===== config.mk =====
export PLATFORM = sky130hd
export DESIGN_NAME = abr_ctrl_top
export DESIGN_NICKNAME = d
export VERILOG_FILES = /design/src/abr_ctrl_pkg.sv /design/src/abr_ctrl_top.sv /design/src/abr_func_dispatch.sv /design/src/abr_host_regs.sv /design/src/abr_msg_feeder.sv /design/src/abr_prog_seq.sv /design/src/abr_seq_rom.sv /design/src/abr_state_capture.sv
export SDC_FILE = /design/constraint.sdc
export NUM_CORES = 1
export LEC_CHECK = 0
export BUFFER_PORTS_ARGS = -buffer_cell sky130_fd_sc_hd__clkbuf_2
export CORE_AREA = 5 5 464 466
export CTS_CLUSTER_SIZE = 28
export DETAILED_ROUTE_END_ITERATION = 16
export DIE_AREA = 0 0 469 471
export GPL_TIMING_DRIVEN = 1
export PLACE_DENSITY = 0.39
export SETUP_SLACK_MARGIN = 0.4
export SYNTH_ARGS = -nofsm -noshare
export SYNTH_HDL_FRONTEND = slang
export SYNTH_SLANG_ARGS = --single-unit

===== constraint.sdc =====
create_clock -name clk -period 4.3 [get_ports clk]
set_clock_uncertainty 0.1 [all_clocks]
set_input_delay 0 -clock clk [delete_from_list [all_inputs] [get_ports clk]]
set_output_delay 0 -clock clk [all_outputs]
set_load 0.01 [all_outputs]

===== src/abr_ctrl_pkg.sv =====
/*
 * Keygen controller package
 * Sizes, command and mode encodings, instruction format and shared structs
 */
package abr_ctrl_pkg;

  localparam int DATA_WIDTH      = 32;
  localparam int SEED_NUM_DWORDS = 8;
  localparam int SEED_W          = SEED_NUM_DWORDS * DATA_WIDTH;
  localparam int MSG_WIDTH       = 64;
  localparam int MSG_STRB_W      = 8;
  localparam int MSG_BYTE_IDX_W  = $clog2(MSG_STRB_W);
  localparam int STATE_W         = 1024;
  localparam int PROG_ADDR_W     = 4;
  localparam int OPR_WIDTH       = 8;
  localparam int MSG_CNT_W       = OPR_WIDTH - MSG_BYTE_IDX_W;
  localparam int MEM_ADDR_WIDTH  = 8;
  localparam int HOST_ADDR_W     = 4;

  // Host address map, seed dwords sit at 0 to 7
  localparam logic [HOST_ADDR_W-1:0] CMD_ADDR     = 4'd8;
  localparam logic [HOST_ADDR_W-1:0] ZEROIZE_ADDR = 4'd9;

  typedef enum logic [2:0] {
    ABR_CMD_NONE, ABR_CMD_KEYGEN, ABR_CMD_SIGN, ABR_CMD_VERIFY, ABR_CMD_KEYGEN_SIGN
  } abr_cmd_e;

  typedef enum logic [2:0] {ABR_SAMPLER_NONE, ABR_SHAKE256, ABR_REJ_SAMPLER} abr_sampler_mode_e;
  typedef enum logic [1:0] {ABR_NTT_NONE, ABR_NTT} abr_ntt_mode_e;
  typedef enum logic [3:0] {ABR_SRC_SEED = 4'h1, ABR_SRC_RHO = 4'h2} abr_src_e;
  typedef enum logic [3:0] {ABR_DEST_NONE = 4'h0, ABR_DEST_K_RHO = 4'h1} abr_dest_e;

  typedef struct packed {
    logic              keccak_en;
    logic              sampler_en;
    logic              ntt_en;
    abr_sampler_mode_e sampler_mode;
    abr_ntt_mode_e     ntt_mode;
  } abr_opcode_t;

  typedef struct packed {
    abr_opcode_t          opcode;
    logic [OPR_WIDTH-1:0] operand1;
    logic [OPR_WIDTH-1:0] operand2;
    logic [OPR_WIDTH-1:0] operand3;
    logic [OPR_WIDTH-1:0] length;
    logic [15:0]          iter;
  } abr_instr_t;

  typedef enum logic [PROG_ADDR_W-1:0] {
    ABR_PC_RESET = 4'd0, ABR_PC_KG_S = 4'd1, ABR_PC_KG_E = 4'd5
  } abr_pc_e;

  typedef enum logic [2:0] {
    ABR_DISP_IDLE, ABR_DISP_SHA3_START, ABR_DISP_MSG_START,
    ABR_DISP_MSG_LOAD, ABR_DISP_FUNC_START, ABR_DISP_DONE
  } abr_dispatch_e;

  typedef struct packed {
    logic [MEM_ADDR_WIDTH-1:0] src_base;
    logic [MEM_ADDR_WIDTH-1:0] interim_base;
    logic [MEM_ADDR_WIDTH-1:0] dest_base;
  } abr_ntt_addr_t;

  typedef struct packed {
    logic                   wr;
    logic [HOST_ADDR_W-1:0] addr;
    logic [DATA_WIDTH-1:0]  wdata;
  } abr_host_req_t;

  // K in the top bits, rho in the bottom, matching the sampler state layout
  typedef struct packed {
    logic [255:0] k;
    logic [511:0] rho_p;
    logic [255:0] rho;
  } abr_seed_pack_t;

endpackage


===== src/abr_ctrl_top.sv =====
/*
 * Keygen controller top level
 * Host registers, sequencer, dispatcher, message feeder and state capture
 */
`timescale 1ns/10ps

module abr_ctrl_top
  import abr_ctrl_pkg::*;
(
  input  logic                      clk,
  input  logic                      rst_b,
  input  abr_host_req_t             host_req_i,
  output abr_sampler_mode_e         sampler_mode_o,
  output logic                      sha3_start_o,
  output logic                      msg_start_o,
  output logic                      msg_valid_o,
  input  logic                      msg_rdy_i,
  output logic [MSG_STRB_W-1:0]     msg_strobe_o,
  output logic [MSG_WIDTH-1:0]      msg_data_o,
  output logic                      sampler_start_o,
  input  logic                      sampler_busy_i,
  input  logic                      sampler_state_dv_i,
  input  logic [STATE_W-1:0]        sampler_state_data_i,
  output logic [MEM_ADDR_WIDTH-1:0] dest_base_addr_o,
  output logic                      ntt_enable_o,
  output abr_ntt_mode_e             ntt_mode_o,
  output abr_ntt_addr_t             ntt_addr_o,
  input  logic                      ntt_busy_i,
  output logic                      ready_o,
  output logic                      valid_o
);

  logic [SEED_NUM_DWORDS-1:0][DATA_WIDTH-1:0] seed;
  abr_cmd_e                                   cmd;
  logic                                       zeroize;
  logic [PROG_ADDR_W-1:0]                     pc_nxt;
  abr_instr_t                                 instr;
  logic                                       disp_busy;
  logic                                       msg_load;
  logic                                       msg_last_xfer;
  logic [SEED_W-1:0]                          rho;

  abr_host_regs host_regs0 (
    .clk        (clk),
    .rst_b      (rst_b),
    .host_req_i (host_req_i),
    .seed_o     (seed),
    .cmd_o      (cmd),
    .zeroize_o  (zeroize)
  );

  abr_prog_seq prog_seq0 (
    .clk            (clk),
    .rst_b          (rst_b),
    .zeroize_i      (zeroize),
    .cmd_i          (cmd),
    .disp_busy_i    (disp_busy),
    .sampler_busy_i (sampler_busy_i),
    .ntt_busy_i     (ntt_busy_i),
    .pc_nxt_o       (pc_nxt),
    .ready_o        (ready_o),
    .valid_o        (valid_o)
  );

  abr_seq_rom seq_rom0 (
    .clk     (clk),
    .rst_b   (rst_b),
    .addr_i  (pc_nxt),
    .instr_o (instr)
  );

  abr_func_dispatch func_dispatch0 (
    .clk             (clk),
    .rst_b           (rst_b),
    .zeroize_i       (zeroize),
    .instr_i         (instr),
    .msg_last_xfer_i (msg_last_xfer),
    .sampler_busy_i  (sampler_busy_i),
    .ntt_busy_i      (ntt_busy_i),
    .sha3_start_o    (sha3_start_o),
    .msg_start_o     (msg_start_o),
    .msg_load_o      (msg_load),
    .sampler_start_o (sampler_start_o),
    .ntt_enable_o    (ntt_enable_o),
    .sampler_mode_o  (sampler_mode_o),
    .ntt_mode_o      (ntt_mode_o),
    .ntt_addr_o      (ntt_addr_o),
    .disp_busy_o     (disp_busy)
  );

  abr_msg_feeder msg_feeder0 (
    .clk             (clk),
    .rst_b           (rst_b),
    .zeroize_i       (zeroize),
    .instr_i         (instr),
    .msg_load_i      (msg_load),
    .msg_rdy_i       (msg_rdy_i),
    .seed_i          (seed),
    .rho_i           (rho),
    .msg_valid_o     (msg_valid_o),
    .msg_strobe_o    (msg_strobe_o),
    .msg_data_o      (msg_data_o),
    .msg_last_xfer_o (msg_last_xfer)
  );

  abr_state_capture state_capture0 (
    .clk              (clk),
    .rst_b            (rst_b),
    .zeroize_i        (zeroize),
    .instr_i          (instr),
    .state_dv_i       (sampler_state_dv_i),
    .state_data_i     (sampler_state_data_i),
    .rho_o            (rho),
    .dest_base_addr_o (dest_base_addr_o)
  );

endmodule


===== src/abr_func_dispatch.sv =====
/*
 * Function dispatcher
 * Per-instruction FSM issuing hash, message, sampler and NTT starts
 */
`timescale 1ns/10ps

module abr_func_dispatch
  import abr_ctrl_pkg::*;
(
  input  logic              clk,
  input  logic              rst_b,
  input  logic              zeroize_i,
  input  abr_instr_t        instr_i,
  input  logic              msg_last_xfer_i,
  input  logic              sampler_busy_i,
  input  logic              ntt_busy_i,
  output logic              sha3_start_o,
  output logic              msg_start_o,
  output logic              msg_load_o,
  output logic              sampler_start_o,
  output logic              ntt_enable_o,
  output abr_sampler_mode_e sampler_mode_o,
  output abr_ntt_mode_e     ntt_mode_o,
  output abr_ntt_addr_t     ntt_addr_o,
  output logic              disp_busy_o
);

  abr_dispatch_e state_q;
  abr_dispatch_e state_d;

  always_comb begin
    state_d         = state_q;
    sha3_start_o    = 1'b0;
    msg_start_o     = 1'b0;
    msg_load_o      = 1'b0;
    sampler_start_o = 1'b0;
    ntt_enable_o    = 1'b0;
    case (state_q)
      ABR_DISP_IDLE: begin
        if (instr_i.opcode.keccak_en) begin
          state_d = ABR_DISP_SHA3_START;
        end else if (instr_i.opcode.sampler_en || instr_i.opcode.ntt_en) begin
          state_d = ABR_DISP_FUNC_START;
        end
      end
      ABR_DISP_SHA3_START: begin
        sha3_start_o = 1'b1;
        state_d      = ABR_DISP_MSG_START;
      end
      ABR_DISP_MSG_START: begin
        msg_start_o = 1'b1;
        state_d     = ABR_DISP_MSG_LOAD;
      end
      ABR_DISP_MSG_LOAD: begin
        msg_load_o = 1'b1;
        if (msg_last_xfer_i) begin
          state_d = instr_i.opcode.sampler_en ? ABR_DISP_FUNC_START : ABR_DISP_DONE;
        end
      end
      ABR_DISP_FUNC_START: begin
        sampler_start_o = instr_i.opcode.sampler_en;
        ntt_enable_o    = instr_i.opcode.ntt_en;
        state_d         = ABR_DISP_DONE;
      end
      ABR_DISP_DONE: begin
        if (!sampler_busy_i && !ntt_busy_i) begin
          state_d = ABR_DISP_IDLE;
        end
      end
      default: state_d = ABR_DISP_IDLE;
    endcase
  end

  always_ff @(posedge clk or negedge rst_b) begin
    if (!rst_b) begin
      state_q <= ABR_DISP_IDLE;
    end else if (zeroize_i) begin
      state_q <= ABR_DISP_IDLE;
    end else begin
      state_q <= state_d;
    end
  end

  // Lets the PC advance in the same cycle the last function goes idle
  assign disp_busy_o = (state_d != ABR_DISP_IDLE);

  assign sampler_mode_o = (instr_i.opcode.keccak_en || instr_i.opcode.sampler_en) ?
                          instr_i.opcode.sampler_mode : ABR_SAMPLER_NONE;
  assign ntt_mode_o     = instr_i.opcode.ntt_en ? instr_i.opcode.ntt_mode : ABR_NTT_NONE;
  assign ntt_addr_o     = '{src_base:     instr_i.operand1[MEM_ADDR_WIDTH-1:0],
                            interim_base: instr_i.operand2[MEM_ADDR_WIDTH-1:0],
                            dest_base:    instr_i.operand3[MEM_ADDR_WIDTH-1:0]};

endmodule


===== src/abr_host_regs.sv =====
/*
 * Host register port
 * Seed dword storage, one-shot command register and zeroize level
 */
`timescale 1ns/10ps

module abr_host_regs
  import abr_ctrl_pkg::*;
(
  input  logic                                        clk,
  input  logic                                        rst_b,
  input  abr_host_req_t                               host_req_i,
  output logic [SEED_NUM_DWORDS-1:0][DATA_WIDTH-1:0]  seed_o,
  output abr_cmd_e                                    cmd_o,
  output logic                                        zeroize_o
);

  logic [SEED_NUM_DWORDS-1:0][DATA_WIDTH-1:0] seed_q;
  logic [$clog2(SEED_NUM_DWORDS)-1:0]         seed_idx;
  logic                                       seed_wr;
  abr_cmd_e                                   cmd_q;
  logic                                       zeroize_q;

  // Host dword 0 lands in the top slot
  assign seed_idx = $clog2(SEED_NUM_DWORDS)'(SEED_NUM_DWORDS - 1)
                  - host_req_i.addr[$clog2(SEED_NUM_DWORDS)-1:0];
  assign seed_wr  = host_req_i.wr && (host_req_i.addr < HOST_ADDR_W'(SEED_NUM_DWORDS));

  always_ff @(posedge clk or negedge rst_b) begin
    if (!rst_b) begin
      seed_q <= '0;
    end else if (zeroize_q) begin
      seed_q <= '0;
    end else if (seed_wr) begin
      seed_q[seed_idx] <= host_req_i.wdata;
    end
  end

  // Command is held for a single cycle, then clears
  always_ff @(posedge clk or negedge rst_b) begin
    if (!rst_b) begin
      cmd_q     <= ABR_CMD_NONE;
      zeroize_q <= 1'b0;
    end else begin
      cmd_q <= ABR_CMD_NONE;
      if (host_req_i.wr && host_req_i.addr == CMD_ADDR && !zeroize_q) begin
        cmd_q <= abr_cmd_e'(host_req_i.wdata[2:0]);
      end
      if (host_req_i.wr && host_req_i.addr == ZEROIZE_ADDR) begin
        zeroize_q <= host_req_i.wdata[0];
      end
    end
  end

  assign seed_o    = seed_q;
  assign cmd_o     = cmd_q;
  assign zeroize_o = zeroize_q;

endmodule


===== src/abr_msg_feeder.sv =====
/*
 * Message feeder
 * Counts beats, forms the last-beat strobe and selects seed or rho data
 */
`timescale 1ns/10ps

module abr_msg_feeder
  import abr_ctrl_pkg::*;
(
  input  logic                                       clk,
  input  logic                                       rst_b,
  input  logic                                       zeroize_i,
  input  abr_instr_t                                 instr_i,
  input  logic                                       msg_load_i,
  input  logic                                       msg_rdy_i,
  input  logic [SEED_NUM_DWORDS-1:0][DATA_WIDTH-1:0] seed_i,
  input  logic [SEED_W-1:0]                          rho_i,
  output logic                                       msg_valid_o,
  output logic [MSG_STRB_W-1:0]                      msg_strobe_o,
  output logic [MSG_WIDTH-1:0]                       msg_data_o,
  output logic                                       msg_last_xfer_o
);

  logic [MSG_CNT_W-1:0]  msg_cnt;
  logic                  msg_done;
  logic                  xfer;
  logic [1:0]            beat;
  logic [MSG_STRB_W-1:0] last_strobe;
  abr_src_e              src;

  assign src  = abr_src_e'(instr_i.operand1[3:0]);
  assign beat = msg_cnt[1:0];

  // Whole beats are sent first, then one beat holding the leftover bytes
  assign msg_done    = msg_cnt >= instr_i.length[OPR_WIDTH-1:MSG_BYTE_IDX_W];
  assign last_strobe = ~({MSG_STRB_W{1'b1}} << instr_i.length[MSG_BYTE_IDX_W-1:0]);

  assign xfer            = msg_valid_o && msg_rdy_i;
  assign msg_valid_o     = msg_load_i;
  assign msg_last_xfer_o = xfer && msg_done;
  assign msg_strobe_o    = msg_done ? last_strobe : '1;

  always_ff @(posedge clk or negedge rst_b) begin
    if (!rst_b) begin
      msg_cnt <= '0;
    end else if (zeroize_i || msg_last_xfer_o) begin
      msg_cnt <= '0;
    end else if (xfer) begin
      msg_cnt <= msg_cnt + 1'b1;
    end
  end

  always_comb begin
    msg_data_o = '0;
    if (msg_done) begin
      // Rho gets the iteration count in the final beat
      if (src == ABR_SRC_RHO) begin
        msg_data_o = {{(MSG_WIDTH-16){1'b0}}, instr_i.iter};
      end
    end else begin
      case (src)
        ABR_SRC_SEED: msg_data_o = {seed_i[{beat, 1'b1}], seed_i[{beat, 1'b0}]};
        ABR_SRC_RHO:  msg_data_o = rho_i[beat*MSG_WIDTH +: MSG_WIDTH];
        default:      msg_data_o = '0;
      endcase
    end
  end

endmodule


===== src/abr_prog_seq.sv =====
/*
 * Program sequencer
 * Decodes the host command, steps the PC and reports ready and valid
 */
`timescale 1ns/10ps

module abr_prog_seq
  import abr_ctrl_pkg::*;
(
  input  logic                   clk,
  input  logic                   rst_b,
  input  logic                   zeroize_i,
  input  abr_cmd_e               cmd_i,
  input  logic                   disp_busy_i,
  input  logic                   sampler_busy_i,
  input  logic                   ntt_busy_i,
  output logic [PROG_ADDR_W-1:0] pc_nxt_o,
  output logic                   ready_o,
  output logic                   valid_o
);

  logic [PROG_ADDR_W-1:0] pc_q;
  logic [PROG_ADDR_W-1:0] pc_nxt;
  logic                   keygen_done;
  logic                   valid_q;

  always_comb begin
    pc_nxt      = pc_q;
    keygen_done = 1'b0;
    case (pc_q)
      ABR_PC_RESET: begin
        // Only keygen is implemented, anything else is dropped
        if (cmd_i == ABR_CMD_KEYGEN) begin
          pc_nxt = ABR_PC_KG_S;
        end
      end
      ABR_PC_KG_E: begin
        pc_nxt      = ABR_PC_RESET;
        keygen_done = 1'b1;
      end
      default: begin
        if (!(disp_busy_i || sampler_busy_i || ntt_busy_i)) begin
          pc_nxt = pc_q + 1'b1;
        end
      end
    endcase
    // ROM follows pc_nxt, so park it on the empty reset slot
    if (zeroize_i) begin
      pc_nxt = ABR_PC_RESET;
    end
  end

  always_ff @(posedge clk or negedge rst_b) begin
    if (!rst_b) begin
      pc_q    <= ABR_PC_RESET;
      valid_q <= 1'b0;
    end else if (zeroize_i) begin
      pc_q    <= ABR_PC_RESET;
      valid_q <= 1'b0;
    end else begin
      pc_q <= pc_nxt;
      if (keygen_done) begin
        valid_q <= 1'b1;
      end else if (cmd_i != ABR_CMD_NONE) begin
        valid_q <= 1'b0;
      end
    end
  end

  assign pc_nxt_o = pc_nxt;
  assign ready_o  = (pc_q == ABR_PC_RESET);
  assign valid_o  = valid_q;

endmodule


===== src/abr_seq_rom.sv =====
/*
 * Keygen program ROM
 * One instruction per address, output registered
 */
`timescale 1ns/10ps

module abr_seq_rom
  import abr_ctrl_pkg::*;
(
  input  logic                   clk,
  input  logic                   rst_b,
  input  logic [PROG_ADDR_W-1:0] addr_i,
  output abr_instr_t             instr_o
);

  abr_instr_t instr_q;

  always_ff @(posedge clk or negedge rst_b) begin
    if (!rst_b) begin
      instr_q <= '0;
    end else begin
      case (addr_i)
        // Hash the host seed into rho, rho' and K
        4'd1: instr_q <= '{opcode: '{keccak_en: 1'b1, sampler_en: 1'b1, ntt_en: 1'b0,
                                     sampler_mode: ABR_SHAKE256, ntt_mode: ABR_NTT_NONE},
                           operand1: OPR_WIDTH'(ABR_SRC_SEED),
                           operand2: '0,
                           operand3: OPR_WIDTH'(ABR_DEST_K_RHO),
                           length: 8'd32,
                           iter: 16'd0};
        // Expand rho, iteration counter appended
        4'd2: instr_q <= '{opcode: '{keccak_en: 1'b1, sampler_en: 1'b1, ntt_en: 1'b0,
                                     sampler_mode: ABR_REJ_SAMPLER, ntt_mode: ABR_NTT_NONE},
                           operand1: OPR_WIDTH'(ABR_SRC_RHO),
                           operand2: '0,
                           operand3: OPR_WIDTH'(ABR_DEST_NONE),
                           length: 8'd34,
                           iter: 16'd0};
        4'd3: instr_q <= '{opcode: '{keccak_en: 1'b0, sampler_en: 1'b0, ntt_en: 1'b1,
                                     sampler_mode: ABR_SAMPLER_NONE, ntt_mode: ABR_NTT},
                           operand1: 8'h10,
                           operand2: 8'h20,
                           operand3: 8'h30,
                           length: '0,
                           iter: '0};
        // No-op at 4, end of program at 5, nothing elsewhere
        default: instr_q <= '0;
      endcase
    end
  end

  assign instr_o = instr_q;

endmodule


===== src/abr_state_capture.sv =====
/*
 * Sampler state capture
 * Loads rho, rho-prime and K from the sampler state when addressed
 */
`timescale 1ns/10ps

module abr_state_capture
  import abr_ctrl_pkg::*;
(
  input  logic                      clk,
  input  logic                      rst_b,
  input  logic                      zeroize_i,
  input  abr_instr_t                instr_i,
  input  logic                      state_dv_i,
  input  logic [STATE_W-1:0]        state_data_i,
  output logic [SEED_W-1:0]         rho_o,
  output logic [MEM_ADDR_WIDTH-1:0] dest_base_addr_o
);

  abr_seed_pack_t seeds_q;
  logic           load;

  assign load = state_dv_i && (instr_i.operand3 == OPR_WIDTH'(ABR_DEST_K_RHO));

  always_ff @(posedge clk or negedge rst_b) begin
    if (!rst_b) begin
      seeds_q <= '0;
    end else if (zeroize_i) begin
      seeds_q <= '0;
    end else if (load) begin
      seeds_q <= state_data_i;
    end
  end

  assign rho_o            = seeds_q.rho;
  assign dest_base_addr_o = instr_i.operand3[MEM_ADDR_WIDTH-1:0];

endmodule


==> run_results.csv <==
group,metric,value,unit
layout,instances_no_fill,5848,
sta,finalSetupTns,0,ps
route,drc,0,
setup_path,critPathKind,"reg -> out",
layout,syn_to_final_growth,49.3,%
global_route,gr-total-overflow,0,
logic_synthesis,avgSynthCellArea,11.1,sq um
sta,setup_viol,0,
route,wire_per_inst,19.0,microns
logic_synthesis,ys_ff_latch,533,
setup_path,crit_path_end_kind,"output port",
global_route,antenna_found_initial,44,
route,drtAntennaViolNets,0,
place,place_inst,5216,
layout,layout_commonest_cell,"dfrtp_1",
pwr,power_density,358,nW/um^2
floorplan,std_cell_rows,169,
clock_tree,cts_tree,"yes",
route,viasPerCell,3.52,
floorplan,die_w,469,microns
logic_synthesis,yosys_warnings,0,
global_route,grt_pass1_vias,21200,
pwr,ir_worst_vdd,258,uV
sta,worst_hold_slack,15.6,ps
logic_synthesis,synth-xor-area-share,0.0357,%
clock_tree,insertion_delay,640,ps
setup_path,start_kind,"flip-flop",
floorplan,coreArea,211000,sq um
route,vias,20600,
layout,drive_above_1_share,22.9,%
global_route,grt_pass1_wl,158,mm
logic_synthesis,async_flop_share,100,%
sta,drv_slew,0,
setup_path,critPathMaxFanout,43,
global_route,grt_usage,9.76,%
pwr,p_total,13100,uW
logic_synthesis,synth_compound_area_share,17.1,%
route,routed_wl,111,mm
floorplan,io_pins,1183,
min_path,hold_class,"in -> async",
layout,final_cell_mix,"dfrtp_1 (530), nand2_1 (518), dlygate4sd3_1 (503), clkbuf_2 (389), a21oi_1 (264)",
sta,rsz0062_at_grt,"false",
clock_tree,clk_path_buf_depth,3,
clock_tree,post_cts_buffers,0,
logic_synthesis,yosys.area_share.adder,0.408,%
outcome,status,"complete, no violations",
clock_tree,cts.sinks,533,
place,gp_congestion,0.718,
route,first_pass_iters,5,
sta,period_minus_slack,3560,ps
place,port_buffers,390,
clock_tree,cts_max_level,3,
floorplan,initial_utilization,11.6,%
sta,fin_crit_sh,82.8,%
logic_synthesis,synth_cell_type_count,55,
sta,tightest_slew,1080,ps
logic_synthesis,netlist_area,24500,sq um
flow_run,drv_cap,0,
sta,slew_headroom,28.1,%
setup_path,critical_path_required,4200,ps
place,dp_hpwl,74.4,mm
logic_synthesis,yosys-mux-area-fraction,11.8,%
clock_tree,root_buffer,"clkbuf_16",
sta,fmax,281,MHz
floorplan,dieArea,221000,sq um
clock_tree,clkTransAtPathRegs,60,ps
global_route,grt_max_degree,133,
logic_synthesis,synth-simple-area-share,11.0,%
setup_path,arrival,3460,ps
pwr,leakage,0.0151,uW
logic_synthesis,synth_cells,2218,
layout,fin_nets,4044,
route,dr.first_iter.drc_count,1340,
sta,hold_violations,0,
floorplan,die_h,471,microns
logic_synthesis,synth_edf_count,0,
layout,fillers,23300,
logic_synthesis,yosysSeqAreaShare,54.4,%
logic_synthesis,synth_top_family_by_area,"compound AO/OA/AOI/OAI gates",
logic_synthesis,synth_ff_type,"dfrtp_1",
clock_tree,numCtsBuffers,68,
routing by layer:
layer | part of all wire, % | wire length [microns] | track usage (%)
met5 | 0.012 | 13 | 0
met4 | 3.1 | 3440 | 2.90
met3 | 6.8 | 7600 | 2.44
met2 | 45 | 50000 | 15.1
met1 | 45 | 49900 | 13.4
Yosys cell counts, types with 4 or more instances:
cell      instances  share of area (%)
a22o_1          256                9.1
dfrtp_1         533                 54
ha_1              8               0.41
and3_1            4               0.10
clkbuf_1        172                2.6
and2_1            6               0.15
inv_1            10               0.15
nor3b_1          10               0.31
clkbuf_2         10               0.20
nor2_1           82                1.3
nand3_1           8               0.16
buf_4            43                1.3
o21ai_0           5               0.10
buf_1            13               0.20
nand2_1         520                8.0
buf_2            31               0.63
nor3_1            6               0.12
mux4_2          128                 12
a21oi_1         264                5.4
a22oi_1          65                2.0
state kept, by name, summed over array words and instances, names as in the netlist:
name / cells
host_regs0.seed_o: 256
func_dispatch0.state_q: 3
state_capture0.rho_o: 256
host_regs0.zeroize_o: 1
host_regs0.cmd_o: 3
msg_feeder0.msg_cnt: 5
seq_rom0.instr_o: 4
prog_seq0.valid_o: 1
prog_seq0.pc_q: 4
per-stage QoR:
stage / cell area (sq um) / util [%] / worst slack [ps]
2_1_floorplan: 24600 / - / 1380
3_3_place_gp: 29400 / 13.9 / 1320
3_5_place_dp: 29400 / 13.9 / 1340
4_1_cts: 36600 / 17.3 / 593
5_1_grt: 36600 / 17.3 / 537
6_report: 36600 / 17.4 / 740
critical path: stages, from the launching register on:
cell and delay [ps]:
dfrtp_4 750, inv_1 90, ha_1 200, and2_1 170, or3_4 660, buf_4 380
nor2_1 290, clkbuf_2 190
cell type report:
type,count,area [sq um],share of cell area (%)
Clock inverter,25,240,0.656
Inverter,10,37.5,0.103
Sequential cell,533,13300,36.5
Tap cell,2821,3530,9.65
Clock buffer,90,1880,5.15
Multi-Input combinational cell,1428,10100,27.5
Antenna cell,13,32.5,0.0889
Timing Repair Buffer,928,7440,20.3
cells by family (layout without fill, tap and decap cells):
| kind of cell | count (synthesis) | after routing |
|---|---|---|
| compound gates | 601 | 601 |
| xor+xnor | 1 | 1 |
| fa+ha+maj | 8 | 8 |
| buf+inv | 280 | 1053 |
| flops | 533 | 533 |
| mux | 130 | 130 |
| other cells | 1 | 37 |
| simple gates | 664 | 664 |
where the power goes:
group	switching, uW	total, uW	internal [uW]
Combinational	1100	1920	824
Clock	2430	5540	3110
Sequential	273	5620	5350
Total	3800	13100	9290
timing repair:
action | 4_1_cts | 5_1_grt
hold buffers | 504 | 0
resized for setup | 0 | 0
hold endpoints to repair | 968 | 0
worst paths after layout:
check	cells after the start	endpoint	start	slack, ps
hold reg to reg	1	state_capture0.rho_o[182]	state_capture0.rho_o[182]	400
setup reg to reg	7	seq_rom0.instr_o[28]	func_dispatch0.state_q[0]	1350
hold / removal	3	state_capture0.rho_o[163]	rst_b	20
setup / recovery	7	msg_data_o[52]	msg_feeder0.msg_cnt[1]	740
max in group asynchronous	3	state_capture0.rho_o[94]	rst_b	3350
min in group clk	3	state_capture0.rho_o[154]	sampler_state_data_i[154]	50
Power figures use the tool's default switching activity.
